`src/include/pipe_defines.svh`:
```
`ifndef PIPE_DEFINES_SVH
`define PIPE_DEFINES_SVH

// Fetch PC width, byte addressed
`define PC_W 9

// Instruction store depth in words
`define IMEM_WORDS 128

// Data store byte address width and word depth
`define DMEM_AW 12
`define DMEM_WORDS 1024

// Datapath word width
`define DATA_W 32

`endif
```
`src/source/instrMemory.sv`:
```
`timescale 1ns/1ps
`default_nettype none

`include "pipe_defines.svh"

module instrMemory
(
	input wire logic clk,
	input wire logic we_i,
	input wire logic [$clog2(`IMEM_WORDS)-1:0] wAddr_i,
	input wire logic [`DATA_W-1:0] wData_i,
	input wire logic [`PC_W-1:0] pc_i,
	output logic [`DATA_W-1:0] instr_o
);

	logic [`DATA_W-1:0] mem [`IMEM_WORDS];
	logic [`PC_W-3:0] wordIdx;

	// Load port, one word per clock
	always_ff @(posedge clk)
	begin
		if (we_i)
			mem[wAddr_i] <= wData_i;
	end

	// Word bits of the byte PC
	assign wordIdx = pc_i[`PC_W-1:2];

	// Past the end reads zero, which decodes as a no-op
	assign instr_o = (int'(wordIdx) < `IMEM_WORDS) ? mem[wordIdx] : '0;

endmodule

`default_nettype wire

```
`config.mk`:
```
export PLATFORM = sky130hd
export DESIGN_NAME = instrMemory
export DESIGN_NICKNAME = d
export VERILOG_FILES = /design/src/source/instrMemory.sv
export VERILOG_INCLUDE_DIRS = /design/src /design/src/include
export SDC_FILE = /design/constraint.sdc
export NUM_CORES = 2
export LEC_CHECK = 0
export ABC_AREA = 1
export BUFFER_PORTS_ARGS = -buffer_cell sky130_fd_sc_hd__buf_2
export CORE_ASPECT_RATIO = 1.2
export CORE_UTILIZATION = 40
export CTS_BUF_LIST = sky130_fd_sc_hd__clkbuf_4 sky130_fd_sc_hd__clkbuf_8
export DETAILED_ROUTE_END_ITERATION = 8
export GPL_ROUTABILITY_DRIVEN = 0
export MAX_ROUTING_LAYER = met4
export PLACE_DENSITY = 0.55
export SETUP_SLACK_MARGIN = 0.15
export SYNTH_ARGS = -nofsm -noshare
export SYNTH_HDL_FRONTEND = slang
export SYNTH_SLANG_ARGS = --single-unit
export TNS_END_PERCENT = 50
```
`constraint.sdc`:
```
create_clock -name clk -period 4.32 [get_ports clk]
set_clock_uncertainty 0.2 [all_clocks]
set_input_delay 0.864 -clock clk [delete_from_list [all_inputs] [get_ports clk]]
set_output_delay 0.864 -clock clk [all_outputs]
set_load 0.05 [all_outputs]
```
* Word-level counts from Yosys, hierarchy flattened *
Memory sizes are Yosys's and may differ from the RTL's.
Index checks and enable logic that the tools add are counted.

storage, ports and cells
  bits in registers = 0
  memory bits (writable) = 4,096
  memories kept = 1

operators by class
  muxes and demuxes = 2

memories
  name  words  width  read ports  clocked after memory_dff  wr ports  RTL line           text
  mem   128    32     1           0                         1         instrMemory.sv:16  logic [`DATA_W-1:0] mem [`IMEM_WORDS];

operator list
  operator           number
  1-bit two-way mux  2

* Longest topological paths before layout *
  depth after elaboration = 2
  depth in mapped cells = 13
  mapped depth without buffers = 9

* Least setup slack after synthesis *
No wires, ideal clock.

  kind = input-to-reg
  from = input we_i
  to = memory mem[105][0] in the netlist's numbering, enable pin
  setup time = 0.421 ns
  arrival = 2.841 ns
  slack = 0.858 ns
  stages on the path = 4
  path buffers = 2
  cell sequence = clkbuf_1 -> nand2_1 -> clkbuf_1 -> nor2_1

on the way
  cells in the longest elaborated chain, start to end = 2

RTL lines
  what                                     RTL line           text
  from (decl)                              instrMemory.sv:9   input wire logic we_i,
  1-bit two-way mux                        instrMemory.sv:22  if (we_i)
  1-bit two-way mux (implied by the code)  instrMemory.sv:23  mem[wAddr_i] <= wData_i;
  to (decl)                                instrMemory.sv:16

No other way between the ends.

* Worst setup path after layout *
  from = input pc_i[3]
  to = output instr_o[22]

on the way
  cells in the longest elaborated chain, start to end = 1

RTL lines
  what                 RTL line           text
  from (decl)          instrMemory.sv:12  input wire logic [`PC_W-1:0] pc_i,
  memory 128 x 32 bit  --
  to (decl)            instrMemory.sv:13  output logic [`DATA_W-1:0] instr_o

No other way between the ends.

==> flow_summary.yaml <==
final_layout:
  final_area_um2: 197000
  final_util_pct: 48.4
  multi_input_area_um2: 39100
  layout_commonest_cell: "nand2_1"
  regMostFlops: "mem"
  syn2layout_area_growth_pct: 20.4
  drive_gt1_share_pct: 18.1
  fill_cells: 35800
  regArea_um2: 123000
  nets: 14500
  largest_reg_flops: 4096
  mostFrequentLayoutCells: "nand2_1, edfxtp_1, nand3_1"
  reg_top3: "mem x4096"
synth:
  syn_inst: 13400
  yosysTopAreaCell: "edfxtp_1"
  netlist.area_leader.share_pct: 75.0
  avgSynthCellArea_um2: 12.3
  ys_top_cells_by_area: "edfxtp_1, nand3_1, nand2_1"
  ys_seq_elements: 4096
  synthAdderAreaFrac_pct: 0
  yosys.area_share.xor_xnor_pct: 0
  syn_nets: 13400
  syn_area_um2: 164000
  yosys.area_share.simple_pct: 22.1
  synth_top_family_by_area: "simple AND/OR/NAND/NOR gates"
  synthMuxAreaShare_pct: 0
  yosysSeqAreaShare_pct: 75.0
  synth_compound_area_share_pct: 0
  yosysUniqueCellTypes: 14
  ys.warnings.count: 0
setup_path:
  crit_family: "buffers and inverters"
  crit_fanout: 24
  path_cells: "buf_16, clkinv_16, buf_16, buf_12, buf_12, nand3_1, nand3_1, nand3_1, nand3_1, nand3_1, buf_6, nand3_4, nand2_4, buf_4, buf_12"
  critPathBufInv: 8
  cp-end-kind: "output port"
  setup.worst_path.start: "pc_i[3]"
  slowest_stage: "buf_12"
  crit_top_cell: "nand3_1"
  crit_arrival_ns: 3.21
  criticalPathCategory: "in -> out"
  start_kind: "primary input"
  required_ns: 3.26
  critPathMaxStageDelay_ns: 0.23
  path_depth: 15
hold_path:
  hold_path_depth: 1
  min-delay-start: "wData_i[25]"
  worstHoldPathType: "in -> reg"
placement:
  io_buffers: 79
  dp_hpwl_mm: 308
  dpl_cell_area_um2: 180000
power:
  swShare_pct: 24.4
  peakVddDrop_v: 0.000329
  pwr_density_cell_nw_per_um2: 420
  p_leak_nw: 70.0
  combPwrFrac_pct: 8.7
  p_clk_share_pct: 38.4
  pwr-share-seq_pct: 53.0
  p_sw_mw: 20.3
  intPower_mw: 62.6
timing:
  hold_slack_ns: 0.117
  slew_violations: 0
  fin_crit_sh_pct: 99.0
  relSlewSlack_pct: 25.2
  layout_min_cycle_time_ns: 4.28
  hold_violations: 0
  fin_tns_setup_ns: 0
  finalSetupViolations: 0
  rsz0062_at_grt: "true"
  worst_pin_slew_ns: 1.12
  fmax_mhz: 234
clocking:
  clock-sinks: 4096
  cts.path.max_buffers: 4
  cts_made_buffers: 646
  clkTransAtPathRegs_ns: 0.06
  root_buffer: "clkbuf_8"
  htreeDepth: 6
  cts_tree: "yes"
global_routing:
  grt_max_degree: 129
  overflow: 0
  antenna_found_initial: 36
  grt_pass1_wl_mm: 749
  grt_pass1_vias: 106000
  grt_usage_pct: 25.7
floorplan:
  dieWidth_um: 587
  coreArea_um2: 408000
  die_area_um2: 413000
  die_y_um: 703
  fp-row-count: 257
  ios: 82
  initial_core_util_pct: 40.2
detailed_routing:
  via_per_inst: 5.46
  drtAntennaViolNets: 0
  firstDrtPassIters: 9
  wl_per_cell_um: 26.1
  drtIter0Drc: 11800
  drt_wl_total_mm: 531
  num_vias: 111000
  drc: 24
job:
  max-cap-violations: 0
status:
  violations: "design-rule violations"
  outcome: "finished, violations left"
-- synth_stat cells --
cell type,n
nor3_1,8
buf_8,1
buf_6,11
inv_4,2
nand3_1,4035
inv_2,2
nor2_1,134
edfxtp_1,4096
nand2_1,4151
inv_1,20
buf_2,602
buf_4,86
clkbuf_1,109
buf_1,100
-- stage by stage --
step	instances	power (mW)	setup slack, ns
2_1_floorplan	13400	47.6	0.858
3_3_place_gp	19100	51.2	-0.363
3_5_place_dp	19100	51.2	-0.356
4_1_cts	20300	83.1	0.0978
5_1_grt	20300	85.4	0.0495
6_report	20300	82.9	0.0441
-- path summary, 6_finish.rpt --
check | end | slack (ns)
setup / recovery | instr_o[22] | 0.04
hold / removal | mem[19][25]$_DFFE_PP_ | 0.12
-- cell type report --
cell class,instances,area share [%]
multi-input combinational,8328,19.8
clock buffer,863,5.35
clock inverter,254,0.787
sequential,4096,62.3
timing repair buffer,1315,8.18
inverter,24,0.0824
antenna,28,0.0355
timing repair inverter,2,0.0158
tap,5439,3.45
-- routing by layer --
| layer | track usage [%] | up-vias | routed length [µm] |
|---|---|---|---|
| met3 | 3.72 | 985 | 40600 |
| li1 | - | 50200 | - |
| met4 | 11.6 | 0 | 26200 |
| met2 | 40.9 | 4605 | 251000 |
| met1 | 32.9 | 55200 | 212000 |
| met5 | - | - | 0 |
-- power groups by stage --
stage	registers [mW]	clock network, mW	logic [mW]
CTS	43.9	32.3	6.90
global placement	44.7	0	6.46
detailed placement	44.7	0	6.49
floorplan	44.8	0	2.81
finish	43.9	31.8	7.18
global route	43.9	33.9	7.55
-- what timing repair did --
item | in CTS | in global routing
cloned | 27 | 18
hold buffers | 25 | 0
endpoints found under the hold margin | 699 | 0
resized for setup | 351 | 235
setup endpoints to repair | 32 | 32
pin swaps | 22 | 47
setup buffers | 28 | 27
-- cell families after synthesis --
logic type	after synthesis
buffers and inverters	933
DFF	4096
and+or+nand+nor	8328
Note: power is estimated with default switching activity, not from simulation.
