$ cat src/include/pipe_defines.svh
`ifndef PIPE_DEFINES_SVH
`define PIPE_DEFINES_SVH

// Fetch PC width, byte addressed
`define PC_W 9

// Instruction store depth in words
`define IMEM_WORDS 128

// Data store byte address width and word depth
`define DMEM_AW 12
`define DMEM_WORDS 1024

// Datapath word width
`define DATA_W 32

`endif
$ cat src/source/mipsIsaPkg.sv
`default_nettype none

package mipsIsaPkg;

	// Primary opcodes, instruction bits 31:26
	typedef enum logic [5:0]
	{
		OP_RTYPE = 6'h00,
		OP_BEQ   = 6'h04,
		OP_ADDI  = 6'h08,
		OP_LW    = 6'h23,
		OP_LBU   = 6'h24,
		OP_SB    = 6'h28,
		OP_SW    = 6'h2b,
		// Halt marker, rides down the pipe to write-back
		OP_HALT  = 6'h3f
	} opcodeT;

	// R-type function field, bits 5:0
	typedef enum logic [5:0]
	{
		FN_ADD = 6'h20,
		FN_SUB = 6'h22,
		FN_AND = 6'h24,
		FN_OR  = 6'h25,
		FN_SLT = 6'h2a
	} functT;

	// Execute-stage ALU operations
	typedef enum logic [2:0]
	{
		ALU_ADD = 3'd0,
		ALU_SUB = 3'd1,
		ALU_AND = 3'd2,
		ALU_OR  = 3'd3,
		ALU_SLT = 3'd4
	} aluOpT;

	// Access size, drives byte enables and read mask
	typedef enum logic [1:0]
	{
		MEM_NONE = 2'd0,
		MEM_WORD = 2'd1,
		MEM_BYTE = 2'd2
	} memSizeT;

endpackage

`default_nettype wire

$ cat src/source/controlUnit.sv
`timescale 1ns/1ps
`default_nettype none

module controlUnit
(
	input wire logic [5:0] opcode_i,
	input wire logic [5:0] funct_i,
	output logic regWrite_o,
	output logic memToReg_o,
	output logic aluSrc_o,
	output logic regDst_o,
	output logic branch_o,
	output logic final_o,
	output mipsIsaPkg::aluOpT aluOp_o,
	output mipsIsaPkg::memSizeT memRead_o,
	output mipsIsaPkg::memSizeT memWrite_o
);

	always_comb
	begin
		// Bubble unless a known code says otherwise
		regWrite_o = 1'b0;
		memToReg_o = 1'b0;
		aluSrc_o = 1'b0;
		regDst_o = 1'b0;
		branch_o = 1'b0;
		final_o = 1'b0;
		aluOp_o = mipsIsaPkg::ALU_ADD;
		memRead_o = mipsIsaPkg::MEM_NONE;
		memWrite_o = mipsIsaPkg::MEM_NONE;

		case (opcode_i)
			mipsIsaPkg::OP_RTYPE:
			begin
				// Unknown funct (incl. the all-zero word) stays a bubble
				regDst_o = 1'b1;
				regWrite_o = 1'b1;
				case (funct_i)
					mipsIsaPkg::FN_ADD: aluOp_o = mipsIsaPkg::ALU_ADD;
					mipsIsaPkg::FN_SUB: aluOp_o = mipsIsaPkg::ALU_SUB;
					mipsIsaPkg::FN_AND: aluOp_o = mipsIsaPkg::ALU_AND;
					mipsIsaPkg::FN_OR: aluOp_o = mipsIsaPkg::ALU_OR;
					mipsIsaPkg::FN_SLT: aluOp_o = mipsIsaPkg::ALU_SLT;
					default: regWrite_o = 1'b0;
				endcase
			end
			mipsIsaPkg::OP_ADDI:
			begin
				regWrite_o = 1'b1;
				aluSrc_o = 1'b1;
			end
			// Loads, address is rs + imm
			mipsIsaPkg::OP_LW, mipsIsaPkg::OP_LBU:
			begin
				regWrite_o = 1'b1;
				aluSrc_o = 1'b1;
				memToReg_o = 1'b1;
				memRead_o = (opcode_i == mipsIsaPkg::OP_LW) ?
					mipsIsaPkg::MEM_WORD : mipsIsaPkg::MEM_BYTE;
			end
			// Stores, data comes from rt
			mipsIsaPkg::OP_SW, mipsIsaPkg::OP_SB:
			begin
				aluSrc_o = 1'b1;
				memWrite_o = (opcode_i == mipsIsaPkg::OP_SW) ?
					mipsIsaPkg::MEM_WORD : mipsIsaPkg::MEM_BYTE;
			end
			mipsIsaPkg::OP_BEQ: branch_o = 1'b1;
			mipsIsaPkg::OP_HALT: final_o = 1'b1;
			default: ;
		endcase
	end

endmodule

`default_nettype wire

$ cat config.mk
export PLATFORM = sky130hd
export DESIGN_NAME = controlUnit
export DESIGN_NICKNAME = d
export VERILOG_FILES = /design/src/include/pipe_defines.svh /design/src/source/mipsIsaPkg.sv /design/src/source/controlUnit.sv
export SDC_FILE = /design/constraint.sdc
export NUM_CORES = 1
export LEC_CHECK = 0
export BUFFER_PORTS_ARGS = -buffer_cell sky130_fd_sc_hd__buf_2
export CAP_MARGIN = 25
export CORE_AREA = 2 2 39 41
export DETAILED_ROUTE_END_ITERATION = 10
export DIE_AREA = 0 0 41 43
export SLEW_MARGIN = 25
export SYNTH_ARGS = -nofsm -noshare
export SYNTH_HDL_FRONTEND = slang
export SYNTH_SLANG_ARGS = --single-unit
$ cat constraint.sdc
create_clock -name vclk -period 2.38
set_clock_uncertainty 0.05 [all_clocks]
set_input_delay 0.238 -clock vclk [all_inputs]
set_output_delay 0.238 -clock vclk [all_outputs]
set_load 0.01 [all_outputs]
# Word-level counts from Yosys, hierarchy flattened
# Index checks and enable logic that the tools add are counted.
[op_classes] n_eq_ne=12 muxes=13 n_reduce_logical=6
[ops] operator="6-bit == test, second input constant" count=10
[ops] operator="3-bit case mux with 4 select lines" count=1
[ops] operator="5-bit OR reduction" count=2
[ops] operator="2-bit 2-to-1 mux" count=4
[ops] operator="6-bit by 3-bit == test with 1-bit output, second input constant" count=1
[ops] operator="6-bit by 4-bit == test with 1-bit output, second input constant" count=1
[ops] operator="6-bit logical NOT" count=1
[ops] operator="1-bit 2-to-1 mux" count=6
[ops] operator="2-bit OR reduction" count=2
[ops] operator="3-bit 2-to-1 mux" count=1
[ops] operator="3-bit OR reduction" count=1
[ops] operator="1-bit case mux with 2 select lines" count=1
[totals] register_bits=0 in_bits=12 output_inout_bits=13 elab_cells=31

# Depth between registers and ports, before layout
[depth] word_depth=4 depth_mapped=3 ltp_nobuf=3

# Worst setup path after synthesis
# No wires, ideal clock.
[synth_timing] path_type="in2out" start="in opcode_i[4]" end="out aluOp_o[1]" arrival_time_ps=1611 required_time_ps=2092 slack_ps=481 stages=3 path_buffers=0 path_cell_list="or4_1 > or4_4 > nor4b_2"
[synth_via] elab_chain_cells=2
[synth_lines] item="start, declared" line_no="controlUnit.sv:6" source="input wire logic [5:0] opcode_i,"
[synth_lines] item="6-bit logical NOT" line_no="controlUnit.sv:32" source="case (opcode_i)"
[synth_lines] item="3-bit 2-to-1 mux" line_no="controlUnit.sv:32"
[synth_lines] item="end, declared" line_no="controlUnit.sv:14" source="output mipsIsaPkg::aluOpT aluOp_o,"
# Every way passes these cells.

# Worst setup path in the final report
# Ends and elaborated chain as after synthesis.

==> flow_summary.ini <==
[timing]
worst_slack_ps = 280
max_freq_mhz = 476
rsz0062_at_grt = no
slew_viol_final = 0
slew_headroom_pct = 83.5
finalSetupViolations = 0
finalSetupTns_ps = 0
min_period_ps = 2100
worst_slew_pin_slew_ps = 245
post-route-period-util_pct = 88.2
finalHoldViolCount = 0
whs_ps = 706

[setup_path]
crit_start = opcode_i[4]
cpMostUsedCell = buf_2
critPathLaunchType = input pin
required_ps = 2090
cpLargestDelayFamily = simple AND/OR/NAND/NOR gates
crit_chain = buf_2 > or4_1 > or4_4 > nor4b_2 > buf_2
cp_slowest_cell = or4_1
crit_buf_inv = 2
critPathMaxStageDelay_ps = 540
cp_max_fo = 6
crit_type = in -> out
endpoint_kind = output pin
crit_arrival_ps = 1810

[cells_and_area]
layout_commonest_cell = buf_2
final_core_util_pct = 27.8
final_cell_mix = 25 x buf_2, 5 x nor2_1, 4 x nand2b_1, 3 x nor3_1
seq_cells = 0
nets = 76
fin_cells = 78
design_area_sq_um = 384
diodes = 0
fillCellCount = 163
area_growth_pct = 60.7
multiInputGateArea_sq_um = 231
drive_gt1_share_pct = 45.2
regArea_sq_um = 0
clock_buffers = 0

[power_and_ir_drop]
switchingPower_mw = 0.0220
p_int_mw = 0.0183
power_density_nw_per_um2 = 105
power_frac_comb_pct = 100.0
finalPower_mw = 0.0403
clkPwrFrac_pct = 0
swShare_pct = 54.5
p_leak_nw = 0.194
vdd_drop_max_mv = 0.0463
seq_power_share_pct = 0

[placement]
dp_hpwl_um = 624
port_buffers = 25
preCtsSetupSlack_ps = 268
gp_congestion = 0.710
dp.cells = 78
placed_area_sq_um = 384

[floorplan]
fp.dieArea_sq_um = 1760
row_count = 14
core_sq_um = 1380
die_h_um = 43
initial_core_util_pct = 17.3
chipWidth_um = 41
pin_count = 25

[global_routing]
grt_pass1_vias = 295
grt.total_usage_pct = 8.29
antenna_found_initial = 0
grt_max_degree = 9
grt_pass1_wl_um = 1120
grt.overflow.total = 0

[outcome]
status = complete, no violations

[clock_tree]
cts_hold_buffers = 0
post_cts_resized = 0
post_cts_buffers = 0

[job]
cap_violations = 0

[route]
wirelength_um = 715
first_pass_iters = 2
route.detailed.drc = 0
vias = 369
drtIter0Drc = 5
ant_nets = 0
wl_per_cell_um = 9.17
vias_per_cell = 4.73

[synthesis]
synth_cells = 37
syn_area_sq_um = 239
yosysSeqAreaShare_pct = 0
synthDistinctLibCells = 23
postSynthAreaPerCell_sq_um = 6.46
yosysWarnings = 0
synthesis.nets = 49

[worst_hold_path]
min_from = funct_i[3]
min_path_type = in -> out
[power by group through the flow]
stage                     Combinational [mW]  Sequential [mW]  Clock (mW)
after floorplan                       0.0173                0           0
after global placement                0.0396                0           0
after detailed placement              0.0403                0           0
after CTS                             0.0406                0           0
after global routing                  0.0454                0           0
final                                 0.0403                0           0
[cell usage after synthesis (all sizes together) (2+ instances only)]
| library cell | count | area (sq um) |
|---|---|---|
| inv | 2 | 7.51 |
| nand2 | 2 | 7.51 |
| nand2b | 4 | 25.0 |
| nand3b | 2 | 15.0 |
| nor2 | 5 | 18.8 |
| nor3 | 3 | 15.0 |
| nor3b | 2 | 15.0 |
| nor4b | 2 | 23.8 |
| o21ai | 3 | 15.0 |
| or4 | 2 | 18.8 |
[worst min-delay path, cell delays in order]
cell and delay (ps):
buf_2 110, nor4b_2 50, buf_2 130
[layer usage]
layer	part of all wire (%)	up-vias	global-route usage [%]
met1	43	161	10.4
met3	11	0	0
met2	46	18	15.6
met5	0	-	0
met4	0	0	0
li1	-	190	-
[logic make-up after synthesis]
group	share of synthesized area [%]
compound gates	15.2
buf+inv	3.14
mux	4.19
simple gates	77.5
[final timing paths]
kind	end	slack [ps]	cells past startpoint
worst min-delay path	aluOp_o[1]	710	3
worst max-delay path	aluOp_o[1]	280	5
[final cells by class]
cell class,count,area share [%]
multi-input combinational,35,60.3
timing repair buffer,25,32.6
inverter,2,1.95
tap,16,5.21
(Power assumes the default switching activity.)
