--- config.mk ---
export PLATFORM = sky130hd
export DESIGN_NAME = hazardUnit
export DESIGN_NICKNAME = d
export VERILOG_FILES = /design/src/include/pipe_defines.svh /design/src/source/hazardPkg.sv /design/src/source/hazardUnit.sv
export SDC_FILE = /design/constraint.sdc
export NUM_CORES = 1
export LEC_CHECK = 0
export BUFFER_PORTS_ARGS = -buffer_cell sky130_fd_sc_hd__clkbuf_2
export CORE_MARGIN = 2
export CORE_UTILIZATION = 38
export DETAILED_ROUTE_END_ITERATION = 10
export PLACE_DENSITY_LB_ADDON = 0.1
export SYNTH_ARGS = -nofsm -noshare
export SYNTH_HDL_FRONTEND = slang
export SYNTH_SLANG_ARGS = --single-unit
--- constraint.sdc ---
create_clock -name vclk -period 1.35
set_input_delay 0.135 -clock vclk [all_inputs]
set_output_delay 0.135 -clock vclk [all_outputs]
set_load 0.005 [all_outputs]
--- src/include/pipe_defines.svh ---
`ifndef PIPE_DEFINES_SVH
`define PIPE_DEFINES_SVH

// Fetch PC width, byte addressed
`define PC_W 9

// Instruction store depth in words
`define IMEM_WORDS 128

// Data store byte address width and word depth
`define DMEM_AW 12
`define DMEM_WORDS 1024

// Datapath word width
`define DATA_W 32

`endif
--- src/source/hazardPkg.sv ---
`default_nettype none

package hazardPkg;

	// Operand source select for the forwarding muxes
	// Decode only ever sees FWD_REG or FWD_MEM
	typedef enum logic [1:0]
	{
		FWD_REG = 2'd0,
		FWD_WB  = 2'd1,
		FWD_MEM = 2'd2
	} fwdSelT;

endpackage

`default_nettype wire

--- src/source/hazardUnit.sv ---
`timescale 1ns/1ps
`default_nettype none

module hazardUnit
(
	input wire logic [4:0] rsD_i,
	input wire logic [4:0] rtD_i,
	input wire logic [4:0] rsE_i,
	input wire logic [4:0] rtE_i,
	input wire logic [4:0] writeRegE_i,
	input wire logic [4:0] writeRegM_i,
	input wire logic [4:0] writeRegW_i,
	input wire logic branchD_i,
	input wire logic memToRegE_i,
	input wire logic regWriteE_i,
	input wire logic memToRegM_i,
	input wire logic regWriteM_i,
	input wire logic regWriteW_i,
	output logic stallF_o,
	output logic stallD_o,
	output logic flushE_o,
	output hazardPkg::fwdSelT fwdAD_o,
	output hazardPkg::fwdSelT fwdBD_o,
	output hazardPkg::fwdSelT fwdAE_o,
	output hazardPkg::fwdSelT fwdBE_o
);

	logic lwStall;
	logic branchStall;

	// Memory stage wins over write-back, $0 never forwarded
	function automatic hazardPkg::fwdSelT fwdPick
	(
		input logic [4:0] src,
		input logic [4:0] regM,
		input logic wrM,
		input logic [4:0] regW,
		input logic wrW
	);
		if ((src != 5'd0) && (src == regM) && wrM)
			return hazardPkg::FWD_MEM;
		else if ((src != 5'd0) && (src == regW) && wrW)
			return hazardPkg::FWD_WB;
		else
			return hazardPkg::FWD_REG;
	endfunction

	// Execute operands
	assign fwdAE_o = fwdPick(rsE_i, writeRegM_i, regWriteM_i, writeRegW_i, regWriteW_i);
	assign fwdBE_o = fwdPick(rtE_i, writeRegM_i, regWriteM_i, writeRegW_i, regWriteW_i);

	// Branch compare in decode, write-back already covered by write-through
	assign fwdAD_o = fwdPick(rsD_i, writeRegM_i, regWriteM_i, writeRegW_i, 1'b0);
	assign fwdBD_o = fwdPick(rtD_i, writeRegM_i, regWriteM_i, writeRegW_i, 1'b0);

	// Load in execute feeding the instruction in decode
	assign lwStall = memToRegE_i && (writeRegE_i != 5'd0) &&
		((writeRegE_i == rsD_i) || (writeRegE_i == rtD_i));

	// beq operand not ready yet: ALU result in EX, or load data still in MEM
	assign branchStall = branchD_i &&
		((regWriteE_i && (writeRegE_i != 5'd0) &&
			((writeRegE_i == rsD_i) || (writeRegE_i == rtD_i))) ||
		(memToRegM_i && (writeRegM_i != 5'd0) &&
			((writeRegM_i == rsD_i) || (writeRegM_i == rtD_i))));

	// Hold F and D, send a bubble into EX
	assign stallF_o = lwStall || branchStall;
	assign stallD_o = lwStall || branchStall;
	assign flushE_o = lwStall || branchStall;

endmodule

`default_nettype wire

Yosys cells after proc, flatten, opt, wreduce, memory -nomap -nowiden
Index checks and enable logic that the tools add are counted.
Widths: inputs -> output; s select.
{ "word_totals": {"register_bits": 0, "inputBits": 41, "out_inout_bits": 11, "word_cells": 45} }
{ "op_classes": {"n_eq_ne": 10, "muxes": 6, "reduce_logical": 29} }
{ "ops": {"columns": ["cell", "count"], "rows": [
  ["$eq 5x5->1", 10],
  ["$reduce_bool 5->1", 6],
  ["$logic_and 1x1->1", 19],
  ["$mux 2", 4],
  ["$logic_or 1x1->1", 4],
  ["$mux 1", 2]
]} }

Logic depth before layout (Yosys ltp)
{ "logic_depth": {"ltp_word": 6, "mapped_depth": 7, "depth_no_buf": 5} }

Least setup slack after synthesis
OpenSTA, ideal clock, no wires.
{ "synth_timing": {"path_kind": "input port to output port", "startpoint": "input writeRegM_i[4]", "endpoint": "output stallD_o", "arrival_time_ns": 1.250, "t_required_ns": 1.215, "path_slack_ns": -0.035, "path_stages": 7, "path_cell_list": "clkbuf_1 > xnor2_1 > nand3_1 > nor3_1 > o2111ai_1 > o31ai_1 > buf_4"} }
{ "synth_between": {"elab_chain_cells": 6} }
{ "synth_rtl": {"columns": ["item", "line", "rtl"], "rows": [
  ["start, declared", "hazardUnit.sv:11", "input wire logic [4:0] writeRegM_i,"],
  ["$eq 5x5->1 or $reduce_bool 5->1 (tied branches)", "hazardUnit.sv:65, hazardUnit.sv:64", null],
  ["$logic_or 1x1->1 or $logic_and 1x1->1 (tied branches)", "hazardUnit.sv:65, hazardUnit.sv:64", null],
  ["$logic_and 1x1->1 *", "hazardUnit.sv:64", "(memToRegM_i && (writeRegM_i != 5'd0) &&"],
  ["$logic_or 1x1->1 *", "hazardUnit.sv:63", "((writeRegE_i == rsD_i) || (writeRegE_i == rtD_i))) ||"],
  ["$logic_and 1x1->1 *", "hazardUnit.sv:61", "assign branchStall = branchD_i &&"],
  ["$logic_or 1x1->1 *", null, null],
  ["end, declared", "hazardUnit.sv:20", "output logic stallD_o,"]
]} }
Mark *: on every way between the ends. The rest lies on a longest branch, timed or not.

Worst setup path in the final report
{ "layout_timing": {"startpoint": "input rtE_i[1]", "endpoint": "output fwdBE_o[0]"} }
{ "layout_between": {"elab_chain_cells": 5} }
{ "layout_rtl": {"columns": ["item", "line", "rtl"], "rows": [
  ["start, declared", "hazardUnit.sv:9", "input wire logic [4:0] rtE_i,"],
  ["$eq 5x5->1 or $reduce_bool 5->1 (tied branches)", "hazardUnit.sv:42, hazardUnit.sv:40", null],
  ["$logic_and 1x1->1 (2 in series)", "hazardUnit.sv:42", "else if ((src != 5'd0) && (src == regW) && wrW)"],
  ["$mux 1", "hazardUnit.sv:42", null],
  ["$mux 2 *", "hazardUnit.sv:40", "if ((src != 5'd0) && (src == regM) && wrM)"],
  ["end, declared", "hazardUnit.sv:25", "output hazardPkg::fwdSelT fwdBE_o"]
]} }
Marked as above.

==> impl_metrics.json <==
{
  "status": "finished with violations",
  "violations": "setup timing",
  "hold_class": "in -> out",
  "area_growth_pct": 95.22,
  "fin_total_pwr_mw": 0.4057,
  "yosys_warnings": 0,
  "min_path_cells": 3,
  "pre_cts_ws_ns": -0.1730,
  "nFlopsAndLatches": 0,
  "final_common_cell": "clkbuf_2",
  "placed_cells": 163,
  "setup_viol": 3,
  "drt_wl_total_um": 2637,
  "leakage_nw": 0.5913,
  "syn-cell-area_um2": 654.4,
  "syn_inst": 84,
  "avgRoutedWirePerCell_um": 15.98,
  "grt_max_degree": 6,
  "setup_ws_ns": -0.2147,
  "viasPerCell": 5.491,
  "hold_end": "fwdBD_o[1]",
  "finalSetupTns_ns": -0.3410,
  "groute.usage.overall_pct": 21.42,
  "hold_viol": 0,
  "numPortBuffers": 50,
  "dpl_cell_area_um2": 1032,
  "end_kind": "output port",
  "period_minus_slack_ns": 1.565,
  "crit_path_start_kind": "input pin",
  "grt_overflow": 0,
  "synthMuxAreaShare_pct": 0,
  "postLayoutCoreUtil_pct": 81.94,
  "synth-compound-area-share_pct": 7.266,
  "max_freq_ghz": 0.6391,
  "rows": 14,
  "die_x_um": 45.50,
  "hold_slack_ns": 0.6022,
  "path_class": "in -> out",
  "drt_iter0_drc": 16,
  "gp_congestion": 0.8635,
  "drive_above_1_share_pct": 67.79,
  "finalCritPeriodShare_pct": 115.9,
  "cts_hold_buffers": 0,
  "nNetsFinal": 192,
  "grt_pass1_vias": 771,
  "final_cell_mix": "31 x clkbuf_2, 23 x buf_4, 17 x xnor2_1, 12 x xor2_1, 12 x buf_6",
  "max-cap-violations": 0,
  "synth_xor_area_share_pct": 53.54,
  "irDropWorstVdd_uv": 221.5,
  "synth_top_family_by_area": "XOR/XNOR gates",
  "slew_viol_final": 0,
  "ios": 52,
  "rsz0062_at_grt": "true",
  "yosys.area_share.simple_pct": 30.40,
  "ant_nets": 0,
  "worst-path-max-fanout": 2,
  "core_um2": 1559,
  "die_area_um2": 2070,
  "drtPass1Iterations": 4,
  "vias": 906,
  "synth_fa_ha_area_share_pct": 0,
  "grt_antenna_before_repair": 0,
  "drc": 0,
  "min-delay-start": "regWriteM_i",
  "initial_core_util_pct": 41.97,
  "grt_pass1_wl_um": 3339,
  "n_fill_cell": 107,
  "arrival_ns": 1.43,
  "seq_area_um2": 0,
  "synth_area_per_cell_um2": 7.790,
  "synthDistinctLibCells": 21,
  "chipHeight_um": 45.50,
  "finalNonFillerCells": 165,
  "p_per_area_nw_per_um2": 317.6,
  "final_area_um2": 1277,
  "yosysSeqAreaShare_pct": 0,
  "place_hpwl_um": 1860,
  "diodes": 0,
  "clock_buffers": 0,
  "required_ns": 1.22
}
[worst max path at each step]
stage              startpoint  slack (ns)          to  cells past startpoint
2_1_floorplan  writeRegM_i[4]        0.04    stallD_o                      7
6_report             rtE_i[1]       -0.21  fwdBE_o[0]                      6
5_1_grt              rtE_i[1]       -0.22  fwdBE_o[0]                      6
3_5_place_dp         rtE_i[1]       -0.17  fwdBE_o[0]                      6
4_1_cts              rtE_i[1]       -0.17  fwdBE_o[0]                      6
3_3_place_gp         rtE_i[1]       -0.08  fwdBE_o[0]                      6
[worst max-delay path, cell delays in order]
cell and delay [ns]:
clkbuf_2 0.09, or4_4 0.54, nor2_4 0.11, nor4_2 0.07
nor4_2 0.31, buf_2 0.18
[layer usage]
metal  vias up  GRT usage (%)  wire (µm)
li1        427              -          -
met1       418          27.29        947
met2        49          39.44       1397
met3        12         0.7937        183
met4         0          4.118        108
met5         -              0          0
[repair_timing]
| item | 4_1_cts | 5_1_grt |
|---|---|---|
| gates resized for setup | 7 | 64 |
| endpoints found under the setup margin | 6 | 7 |
| buffers inserted | 0 | 2 |
| gates cloned | 0 | 0 |
| pin swaps | 4 | 21 |
| hold endpoints to repair | 0 | 0 |
[kinds of logic after synthesis]
logic type | count (synthesis)
buffers and inverters | 9
and+or+nand+nor | 28
AOI/OAI and AO/OA | 6
other | 1
xor gates and xnor gates | 40
[final cells by class]
type | instances | area [µm²] | area share [%]
Timing Repair Buffer | 73 | 508.0 | 39.76
Tap cell | 16 | 20.02 | 1.567
Multi-Input combinational cell | 76 | 749.5 | 58.67
[Yosys cell counts (all sizes together) (3+ instances only)]
cell / n / share of area (%)
xnor2: 27 / 36
xor2: 13 / 17
buf: 6 / 6.5
nor3: 5 / 3.8
nand4: 4 / 3.8
nor2: 4 / 4.6
nor4: 4 / 7.6
clkbuf: 3 / 1.7
nand2: 3 / 1.7
nand3: 3 / 2.3
or4: 3 / 4.6
[where the power goes]
part	leakage [nW]	internal, mW	total (mW)	switching [mW]
Sequential	0	0	0	0
Clock	0	0	0	0
Combinational	0.591	0.219	0.406	0.187
Total	0.591	0.219	0.406	0.187
Power figures use the tool's default switching activity.
