**config.mk**
```make
export PLATFORM = sky130hd
export DESIGN_NAME = aluExec
export DESIGN_NICKNAME = d
export VERILOG_FILES = /design/src/source/mipsIsaPkg.sv /design/src/source/aluExec.sv
export VERILOG_INCLUDE_DIRS = /design/src /design/src/include
export SDC_FILE = /design/constraint.sdc
export NUM_CORES = 1
export LEC_CHECK = 0
export BUFFER_PORTS_ARGS = -buffer_cell sky130_fd_sc_hd__buf_2
export CELL_PAD_IN_SITES_DETAIL_PLACEMENT = 0
export CELL_PAD_IN_SITES_GLOBAL_PLACEMENT = 1
export CORE_AREA = 4 4 106 129
export DETAILED_ROUTE_END_ITERATION = 16
export DIE_AREA = 0 0 110 133
export PLACE_DENSITY = 0.82
export SLEW_MARGIN = 20
export SYNTH_ARGS = -nofsm -noshare
export SYNTH_HDL_FRONTEND = slang
export SYNTH_SLANG_ARGS = --single-unit
```
**constraint.sdc**
```tcl
create_clock -name vclk -period 3.4
set_clock_uncertainty 0.2 [all_clocks]
set_input_delay 0.17 -clock vclk [all_inputs]
set_output_delay 0.17 -clock vclk [all_outputs]
set_load 0.02 [all_outputs]
```
**src/include/pipe_defines.svh**
```systemverilog
`ifndef PIPE_DEFINES_SVH
`define PIPE_DEFINES_SVH

// Fetch PC width, byte addressed
`define PC_W 9

// Instruction store depth in words
`define IMEM_WORDS 128

// Data store byte address width and word depth
`define DMEM_AW 12
`define DMEM_WORDS 1024

// Datapath word width
`define DATA_W 32

`endif
```
**src/source/mipsIsaPkg.sv**
```systemverilog
`default_nettype none

package mipsIsaPkg;

	// Primary opcodes, instruction bits 31:26
	typedef enum logic [5:0]
	{
		OP_RTYPE = 6'h00,
		OP_BEQ   = 6'h04,
		OP_ADDI  = 6'h08,
		OP_LW    = 6'h23,
		OP_LBU   = 6'h24,
		OP_SB    = 6'h28,
		OP_SW    = 6'h2b,
		// Halt marker, rides down the pipe to write-back
		OP_HALT  = 6'h3f
	} opcodeT;

	// R-type function field, bits 5:0
	typedef enum logic [5:0]
	{
		FN_ADD = 6'h20,
		FN_SUB = 6'h22,
		FN_AND = 6'h24,
		FN_OR  = 6'h25,
		FN_SLT = 6'h2a
	} functT;

	// Execute-stage ALU operations
	typedef enum logic [2:0]
	{
		ALU_ADD = 3'd0,
		ALU_SUB = 3'd1,
		ALU_AND = 3'd2,
		ALU_OR  = 3'd3,
		ALU_SLT = 3'd4
	} aluOpT;

	// Access size, drives byte enables and read mask
	typedef enum logic [1:0]
	{
		MEM_NONE = 2'd0,
		MEM_WORD = 2'd1,
		MEM_BYTE = 2'd2
	} memSizeT;

endpackage

`default_nettype wire

```
**src/source/aluExec.sv**
```systemverilog
`timescale 1ns/1ps
`default_nettype none

`include "pipe_defines.svh"

module aluExec
(
	input wire logic [`DATA_W-1:0] srcA_i,
	input wire logic [`DATA_W-1:0] srcB_i,
	input wire mipsIsaPkg::aluOpT aluOp_i,
	output logic [`DATA_W-1:0] result_o
);

	logic lessThan;

	// Signed compare for slt
	assign lessThan = $signed(srcA_i) < $signed(srcB_i);

	always_comb
	begin
		case (aluOp_i)
			mipsIsaPkg::ALU_SUB: result_o = srcA_i - srcB_i;
			mipsIsaPkg::ALU_AND: result_o = srcA_i & srcB_i;
			mipsIsaPkg::ALU_OR: result_o = srcA_i | srcB_i;
			mipsIsaPkg::ALU_SLT: result_o = {{(`DATA_W-1){1'b0}}, lessThan};
			// add, also address calc for loads and stores
			default: result_o = srcA_i + srcB_i;
		endcase
	end

endmodule

`default_nettype wire

```
Word-level counts from Yosys, hierarchy flattened
Index checks and enable logic that the tools add are counted.
Operators by class
  $add $sub $neg: 2
  multipliers: 0
  divide/modulo/power cells: 0
  order comparisons: 1
  equality and inequality tests: 4
  shifts and indexed selects: 0
  multiplexer cells: 1
  bitwise logic cells: 2
  reductions and logical operators: 0
Operators with widths (count)
  $pmux W32 S4: 1
  $add A32 B32 Y32: 1
  $and A32 B32 Y32: 1
  $lt A32 B32 Y1: 1
  $or A32 B32 Y32: 1
  $sub A32 B32 Y32: 1
  $eq A3 B2 Y1 const B: 2
  $eq A3 B1 Y1 const B: 1
  $eq A3 B3 Y1 const B: 1
Word-level totals
  register bits: 0
  latch bits: 0
  memory bits (writable): 0
  ROM bits: 0
  input bits: 67
  output and inout bits: 32
  memories: 0

Longest topological paths before layout
Gate-level depths: netlist of run 1.
  depth after elaboration: 2
  gate-level depth with buffers: 13

Least setup slack after synthesis of run 1
OpenSTA, ideal clock, no wires.
  path kind: input to output
  start: input srcA_i[11]
  end: output result_o[28]
  data arrival time: 2.741 ns
  required time: 3.030 ns
  path slack: 0.289 ns
  stages on the path: 11
  cell sequence: inv_1 ha_1 or4_4 nor4b_2 o211ai_1 nand3_2 a221o_1 a41o_1 a41oi_2 or3_1 o22ai_1
Between the ends
  word-level cells in the longest chain between the ends: 2
  elaborated cells between the ends (all ways): 3
  those cells by class: add/sub (2); mux (1)
RTL lines
  from (decl): line aluExec.sv:8  | input wire logic [`DATA_W-1:0] srcA_i,
  $add A32 B32 Y32 or $sub A32 B32 Y32 (tied branches): line aluExec.sv:27, aluExec.sv:22
  $pmux W32 S4 (*): line aluExec.sv:21  | case (aluOp_i)
  to (decl): line aluExec.sv:11  | output logic [`DATA_W-1:0] result_o
Every way passes the cells marked *; elsewhere a longest branch is shown, timed or not.

Final worst setup path of run 1
Ends and elaborated chain as after synthesis.

==> impl_metrics.toml, run 1 <==
[worst_setup_path]
crit_path_start_kind = "input port"
critPathLaunch = "srcA_i[11]"
critPathRequiredTime_ps = 3030
cp-end-kind = "output port"
crit_path_max_fanout = 3
worstSetupEndpoint = "result_o[28]"
cp_data_arrival_time_ps = 2970
worst-setup-path-type = "in -> out"

[pwr]
power.density_nw_per_um2 = 199
vdd_drop_max_uv = 90.5
power.total_mw = 1.25
power_leakage_nw = 3.12

[placement]
portBuffers = 99
dp_hpwl_um = 14100
gp_congestion = 0.945
place_area_um2 = 6020
place_ws_ps = -24.9

[drt]
wl_um = 17600
via_count = 6219
avgViaCountPerCell = 5.91
ant_nets = 0
drtPass1Iterations = 5
route.detailed.drc = 0
wl_per_cell_um = 16.8
drt_iter0_markers = 489

[synthesis]
synth_warnings = 0
synth_nets = 925
syn-mean-instance-area_um2 = 6.59
yosys-top-cells-area = "ha_1 (24%), inv_1 (7.8%), a21oi_1 (6.7%)"
ys_types = 77
synthCells = 760
netlist.area_leader.share_pct = 24.0
syn_area_um2 = 5010
synth.largest_area_cell = "ha_1"
synthTopCellsByCount = "inv_1 (104), ha_1 (96), a21oi_1 (67), nor2_1 (67), o21ai_0 (50)"
synth.most_common_cell = "inv_1"
ys_seq_area_share_pct = 0

[die]
num_rows = 45
ios = 99
initial_core_util_pct = 40.2
die_h_um = 133
dieArea_um2 = 14600
dieWidth_um = 110
core-area_um2 = 12400

[finish]
seqCellArea_um2 = 0
fin_nets = 1055
fill_cells = 1360
clock_buffers = 0
fin_area_um2 = 6280
finish.utilization_pct = 50.5
drive_gt1_share_pct = 24.9
antenna_cells = 0
area.growth.synth_to_final_pct = 25.4
seq_cells = 0

[hold_path]
hold_class = "in -> out"

[global_routing]
antenna_found_initial = 0
grt_pass1_wl_um = 28200
grt_max_degree = 54
overflow = 0
grt_pass1_vias = 5908
grt_use_total_pct = 22.9

[timing]
slew_viol_final = 0
setup_ws_ps = 63.8
slew_headroom_pct = 50.3
rsz0062_at_grt = "true"
post-route-period-util_pct = 98.1
finalSetupTns_ps = 0
fin_crit_ps = 3340
finalSetupViolCount = 0
hold_viol_final = 0
max_slew.worst_pin.slew_ps = 741
fmax_mhz = 300

[job]
maxCapViolCount = 0

[status]
status = "completed"
cell type report:
cell class,instances,area [µm²],area share (%)
Inverter,105,394,6.28
Multi-Input combinational cell,613,4640,73.8
Tap cell,164,205,3.27
Timing Repair Buffer,170,1040,16.6
placed cells by master, fill, tap and decap left out, types with 4 or more instances in the layout:
| cell type | instances |
|---|---|
| a211oi_1 | 7 |
| a21boi_0 | 4 |
| a21o_1 | 15 |
| a21oi_1 | 64 |
| a221o_1 | 6 |
| a221oi_1 | 15 |
| a22oi_1 | 7 |
| a31oi_1 | 8 |
| and3_1 | 5 |
| buf_2 | 94 |
| buf_4 | 75 |
| ha_1 | 90 |
| ha_4 | 6 |
| inv_1 | 100 |
| inv_2 | 4 |
| mux2i_1 | 6 |
| nand2_1 | 44 |
| nand2b_1 | 10 |
| nand3_1 | 9 |
| nand4_1 | 8 |
| nor2_1 | 66 |
| nor2b_1 | 11 |
| nor3_1 | 14 |
| nor4_1 | 7 |
| o211ai_1 | 14 |
| o21a_1 | 4 |
| o21ai_0 | 48 |
| o21ai_1 | 6 |
| o21bai_1 | 10 |
| o221a_2 | 5 |
| o221ai_1 | 12 |
| o22ai_1 | 27 |
| o31a_1 | 4 |
| o31ai_1 | 12 |
layer usage:
layer	vias to the layer above	GRT usage [%]	wire, µm
li1	3046	-	-
met1	2899	29.4	7450
met2	225	40.5	8530
met3	49	1.76	1110
met4	0	6.10	562
met5	-	0	0
stage by stage:
step,instances,hold slack (ps)
detailed placement,1046,764
finish,1052,776
CTS,1047,766
floorplan,760,523
global placement,1046,756
global route,1052,828
how the worst min path moves through the flow:
stage                           from          end  cells after the start
final                      srcA_i[8]  result_o[8]                      7
after global routing       srcA_i[2]  result_o[2]                      7
after CTS                  srcA_i[2]  result_o[2]                      7
after detailed placement   srcA_i[2]  result_o[2]                      7
after global placement     srcA_i[2]  result_o[2]                      7
after floorplan           srcA_i[31]  result_o[0]                      4
worst max-delay path, stage by stage:
cell	delay [ps]
buf_2	120
inv_1	100
ha_4	220
or4_4	520
nor4b_4	280
o211ai_1	140
nand3_2	100
a221o_1	190
a41o_1	220
a41oi_2	170
or3_1	400
o22ai_2	190
buf_6	150
logic make-up after synthesis:
group / Yosys count / synth area share (%)
AO/OA/AOI/OAI: 305 / 41.8
XOR/XNOR: 2 / 0.350
adder cells (fa/ha/maj): 98 / 24.8
buffers and inverters: 147 / 11.7
multiplexers: 8 / 1.65
AND/OR/NAND/NOR: 200 / 19.7
power by group:
group / internal (mW) / total [mW] / leakage, nW / switching (mW)
registers: 0 / 0 / 0 / 0
clock network: 0 / 0 / 0 / 0
logic: 0.507 / 1.25 / 3.12 / 0.742
what timing repair did:
item | 4_1_cts | 5_1_grt
endpoints found under the setup margin | 1 | 9
hold endpoints to repair | 0 | 0
pin swaps | 3 | 22
hold buffers | 0 | 0
gates resized for setup | 4 | 34
buffers inserted | 1 | 5
No activity file was read; power rests on OpenSTA's default activity.
==> run 2: changes to the inputs <==
--- a/config.mk
+++ b/config.mk
@@ -12,7 +12,7 @@
 export CORE_AREA = 4 4 106 129
 export DETAILED_ROUTE_END_ITERATION = 16
 export DIE_AREA = 0 0 110 133
-export PLACE_DENSITY = 0.82
+export PLACE_DENSITY = 0.89
 export SLEW_MARGIN = 20
 export SYNTH_ARGS = -nofsm -noshare
 export SYNTH_HDL_FRONTEND = slang
==> run 2 against run 1 <==
- routed wire length up 1.3%
- largest power group unchanged
- first-iteration DRC count down 7.8%
- largest cell class unchanged
- non-clock buffer count rose by 1
==> impl_metrics.toml, run 2 (synthesized netlist as in run 1, its figures left out) <==
[placement]
gp_congestion = 0.949
dp_hpwl_um = 14300
place_area_um2 = 6050
portBuffers = 99

[worst_setup_path]
crit_path_start_kind = "input port"
crit_path_max_fanout = 4
cp_data_arrival_time_ps = 2960
critPathRequiredTime_ps = 3030
cp-end-kind = "output port"
worst-setup-path-type = "in -> out"

[die]
core-area_um2 = 12400
dieArea_um2 = 14600
dieWidth_um = 110
num_rows = 45
ios = 99
initial_core_util_pct = 40.2
die_h_um = 133

[finish]
area.growth.synth_to_final_pct = 26.8
antenna_cells = 0
drive_gt1_share_pct = 26.0
fill_cells = 1328
fin_area_um2 = 6350
seqCellArea_um2 = 0
clock_buffers = 0
seq_cells = 0
fin_nets = 1056
layout_commonest_cell = "inv_1"
final_cell_mix = "inv_1 (97), buf_2 (91), ha_1 (88)"

[drt]
drtPass1Iterations = 5
avgViaCountPerCell = 5.92
wl_per_cell_um = 17.0
drt_iter0_markers = 451
wl_um = 17900
via_count = 6229
route.detailed.drc = 0
ant_nets = 0

[pwr]
power.density_nw_per_um2 = 198
power_leakage_nw = 3.13
vdd_drop_max_uv = 107

[timing]
holdWs_ps = 753
slew_headroom_pct = 36.9
hold_viol_final = 0
post-route-period-util_pct = 97.8
fmax_mhz = 301
slew_viol_final = 0
finalSetupViolCount = 0
fin_crit_ps = 3330
finalSetupTns_ps = 0
rsz0062_at_grt = "true"
max_slew.worst_pin.slew_ps = 941

[global_routing]
antenna_found_initial = 0
grt_use_total_pct = 23.3
grt_pass1_wl_um = 28500
overflow = 0
grt_max_degree = 37
grt_pass1_vias = 6018

[hold_path]
hold_start = "srcA_i[31]"
min_path_cells = 6
hold_path_end = "result_o[0]"
hold_class = "in -> out"

[status]
status = "completed"

[clock_network]
cts_hold_buf = 0

[job]
maxCapViolCount = 0
[run 2: cell count changes in the layout (fill, tap and decap cells not counted), moves of 2 or more]
cell / previous run / this run
buf_2: 94 / 91
buf_6: 1 / 4
inv_1: 100 / 97
inv_4: 0 / 3
ha_2: 0 / 3
ha_1: 90 / 88
[run 2: cell type report]
class / instances / area (µm²) / share of cell area (%)
Multi-Input combinational cell: 613 / 4660 / 73.4
Tap cell: 164 / 205 / 3.23
Timing Repair Buffer: 171 / 1080 / 17.1
Inverter: 105 / 402 / 6.33
[run 2: where the power goes]
part / internal, mW / switching (mW)
registers: 0 / 0
logic: 0.508 / 0.748
clock network: 0 / 0
[run 2: worst max-delay path by stage]
stage | start | to | slack, ps | cells after the start
floorplan | srcA_i[11] | result_o[28] | 290 | 11
finish | srcB_i[0] | result_o[28] | 70 | 14
global placement | srcA_i[2] | result_o[26] | 60 | 13
global route | srcB_i[0] | result_o[28] | -40 | 14
detailed placement | srcA_i[12] | result_o[28] | 30 | 13
CTS | srcA_i[12] | result_o[28] | 30 | 13
[run 2: critical path, stage by stage]
cell and delay, ps:
buf_2 130, ha_2 210, inv_1 70, fa_1 210
nor2b_1 70, o2111ai_1 190, nand3_1 160, a41o_1 310
a21o_1 260, a221oi_2 390, o21ai_1 230, o221a_2 300
o22ai_2 130, buf_6 140
[run 2: stage by stage]
step	worst slack, ps	util (%)	power (mW)	std cells
floorplan	289	-	0.761	760
global placement	62.6	48.6	1.17	1048
detailed placement	33.7	48.6	1.17	1048
CTS	26.7	48.6	1.18	1048
global route	-43.4	51.0	1.37	1053
finish	74.2	51.0	1.26	1053
[run 2: what timing repair did]
item / 4_1_cts / 5_1_grt
setup endpoints to repair: 0 / 11
gates resized for setup: 0 / 58
setup buffers: 0 / 5
[run 2: metal layers]
| metal | track usage, % | vias to the layer above | wire, µm |
|---|---|---|---|
| met5 | 0 | - | 0 |
| met4 | 7.76 | 0 | 734 |
| met3 | 1.46 | 56 | 1110 |
| met2 | 41.4 | 248 | 8790 |
| met1 | 29.3 | 2873 | 7250 |
| li1 | - | 3052 | - |
==> run 3: changes to the inputs <==
--- a/config.mk
+++ b/config.mk
@@ -7,11 +7,13 @@
 export NUM_CORES = 1
 export LEC_CHECK = 0
 export BUFFER_PORTS_ARGS = -buffer_cell sky130_fd_sc_hd__buf_2
+export CAP_MARGIN = 0
 export CELL_PAD_IN_SITES_DETAIL_PLACEMENT = 0
 export CELL_PAD_IN_SITES_GLOBAL_PLACEMENT = 1
 export CORE_AREA = 4 4 106 129
 export DETAILED_ROUTE_END_ITERATION = 16
 export DIE_AREA = 0 0 110 133
+export GPL_TIMING_DRIVEN = 0
 export PLACE_DENSITY = 0.89
 export SLEW_MARGIN = 20
 export SYNTH_ARGS = -nofsm -noshare
==> run 3 against run 2 <==
- the run now ends with negative setup slack left
- critical path type unchanged
- highest routed layer unchanged
- cell count decreased by 0.38%
- sequential cell count unchanged
- fmax decreased by 4.4%
- critical endpoint is now result_o[25]
- sequential share of layout area unchanged
==> impl_metrics.toml, run 3 (synthesized netlist as in run 1, its figures left out) <==
[worst_setup_path]
critPathRequiredTime_ps = 3030
crit_path_start_kind = "input port"
crit_cells = 15
critPathLaunch = "srcB_i[5]"
crit_chain = "buf_8 -> inv_6 -> ha_4 -> buf_6 -> nor3b_4 -> or4_4 -> a311oi_4 -> buf_4 -> nor2_4 -> o211ai_4 -> a41oi_2 -> nor3b_2 -> o31ai_1 -> and4_1 -> buf_6"
path_delay_family = "simple AND/OR/NAND/NOR gates"
crit_path_max_fanout = 6
worstSetupEndpoint = "result_o[25]"
cpPeakStageDelay_ps = 550
worst-setup-path-type = "in -> out"
cp_slowest_cell = "or4_4"
crit_top_cell = "buf_6"
cp_data_arrival_time_ps = 3110
cp-end-kind = "output port"
critPathBufInv = 5

[finish]
seq_cells = 0
area.growth.synth_to_final_pct = 27.5
drive_gt1_share_pct = 25.4
fin_nets = 1052
final_cell_mix = "inv_1 (91), buf_2 (91), ha_1 (84)"
seqCellArea_um2 = 0
final_cells = 1049
antenna_cells = 0
clock_buffers = 0

[die]
num_rows = 45
die_h_um = 133
initial_core_util_pct = 40.2
dieArea_um2 = 14600
dieWidth_um = 110
core-area_um2 = 12400
ios = 99

[pwr]
vdd_drop_max_uv = 88.0
power.density_nw_per_um2 = 201
power_leakage_nw = 3.03

[timing]
post-route-period-util_pct = 102
hold_viol_final = 0
setup_ws_ps = -80.1
finalSetupViolCount = 7
max_slew.worst_pin.slew_ps = 903
holdWs_ps = 754
rsz0062_at_grt = "true"
fin_crit_ps = 3480
fmax_mhz = 287
slew_viol_final = 0
slew_headroom_pct = 39.8

[placement]
dp_hpwl_um = 15000
dp.cells = 1021
gp_congestion = 0.983
portBuffers = 97

[drt]
wl_per_cell_um = 18.8
route.detailed.drc = 0
ant_nets = 0
wl_um = 19800
drt_iter0_markers = 601
avgViaCountPerCell = 6.14
via_count = 6441
drtPass1Iterations = 7

[status]
status = "finished with violations"
violations = "negative setup slack"

[global_routing]
antenna_found_initial = 0
overflow = 0
grt_pass1_wl_um = 29500
grt_pass1_vias = 5863
grt_use_total_pct = 24.8
grt_max_degree = 11

[hold_path]
hold_class = "in -> out"

[job]
maxCapViolCount = 0
==> run 3: cell count changes in the layout (fill, tap and decap cells not counted), moves of 3 or more <==
cell / change
ha_4: +3
inv_2: +5
clkbuf_1: +23
buf_6: +4
inv_1: -6
ha_1: -4
buf_4: -35
==> run 3: final cells by class <==
type | count | area [µm²]
timing repair buffer | 127 | 790
inverter | 105 | 410
tap | 164 | 205
multi-input combinational | 613 | 4790
fill | 1302 | 6060
buffer | 40 | 190
==> run 3: worst min-delay path by stage <==
stage	from	endpoint	slack (ps)	depth (start not counted)
floorplan	srcA_i[31]	result_o[0]	520	4
global placement	srcA_i[31]	result_o[0]	760	6
detailed placement	srcA_i[31]	result_o[0]	740	6
CTS	srcA_i[31]	result_o[0]	750	6
global route	srcA_i[31]	result_o[0]	830	6
finish	srcA_i[31]	result_o[0]	750	6
==> run 3: repair_timing <==
action | 4_1_cts | 5_1_grt
resized for setup | 40 | 70
hold buffers | 0 | 0
pin swaps | 22 | 37
buffers inserted | 10 | 20
setup endpoints to repair | 12 | 15
==> run 3: per-layer routing <==
layer	vias to the layer above	share of wire (%)	global-route usage, %
li1	3046	-	-
met1	2983	40	31.9
met2	336	48	43.0
met3	76	7.7	1.27
met4	0	4.4	8.94
met5	-	0	0
==> run 3: power by group <==
part	switching [mW]	internal (mW)	total, mW	leakage, nW
registers	0	0	0	0
clock network	0	0	0	0
logic	0.788	0.497	1.28	3.03
total	0.788	0.497	1.28	3.03
==> run 3: through the flow <==
step / util (%) / area [µm²] / setup WS, ps / setup TNS, ps / power, mW
3_3_place_gp: 45.8 / 5700 / -271 / -1470 / 1.10
3_5_place_dp: 45.8 / 5700 / -266 / -1450 / 1.10
6_report: 51.3 / 6380 / -80.1 / -266 / 1.28
5_1_grt: 51.3 / 6380 / -148 / -459 / 1.38
2_1_floorplan: - / 5010 / 289 / 0 / 0.761
4_1_cts: 47.9 / 5960 / -69.3 / -87.4 / 1.16
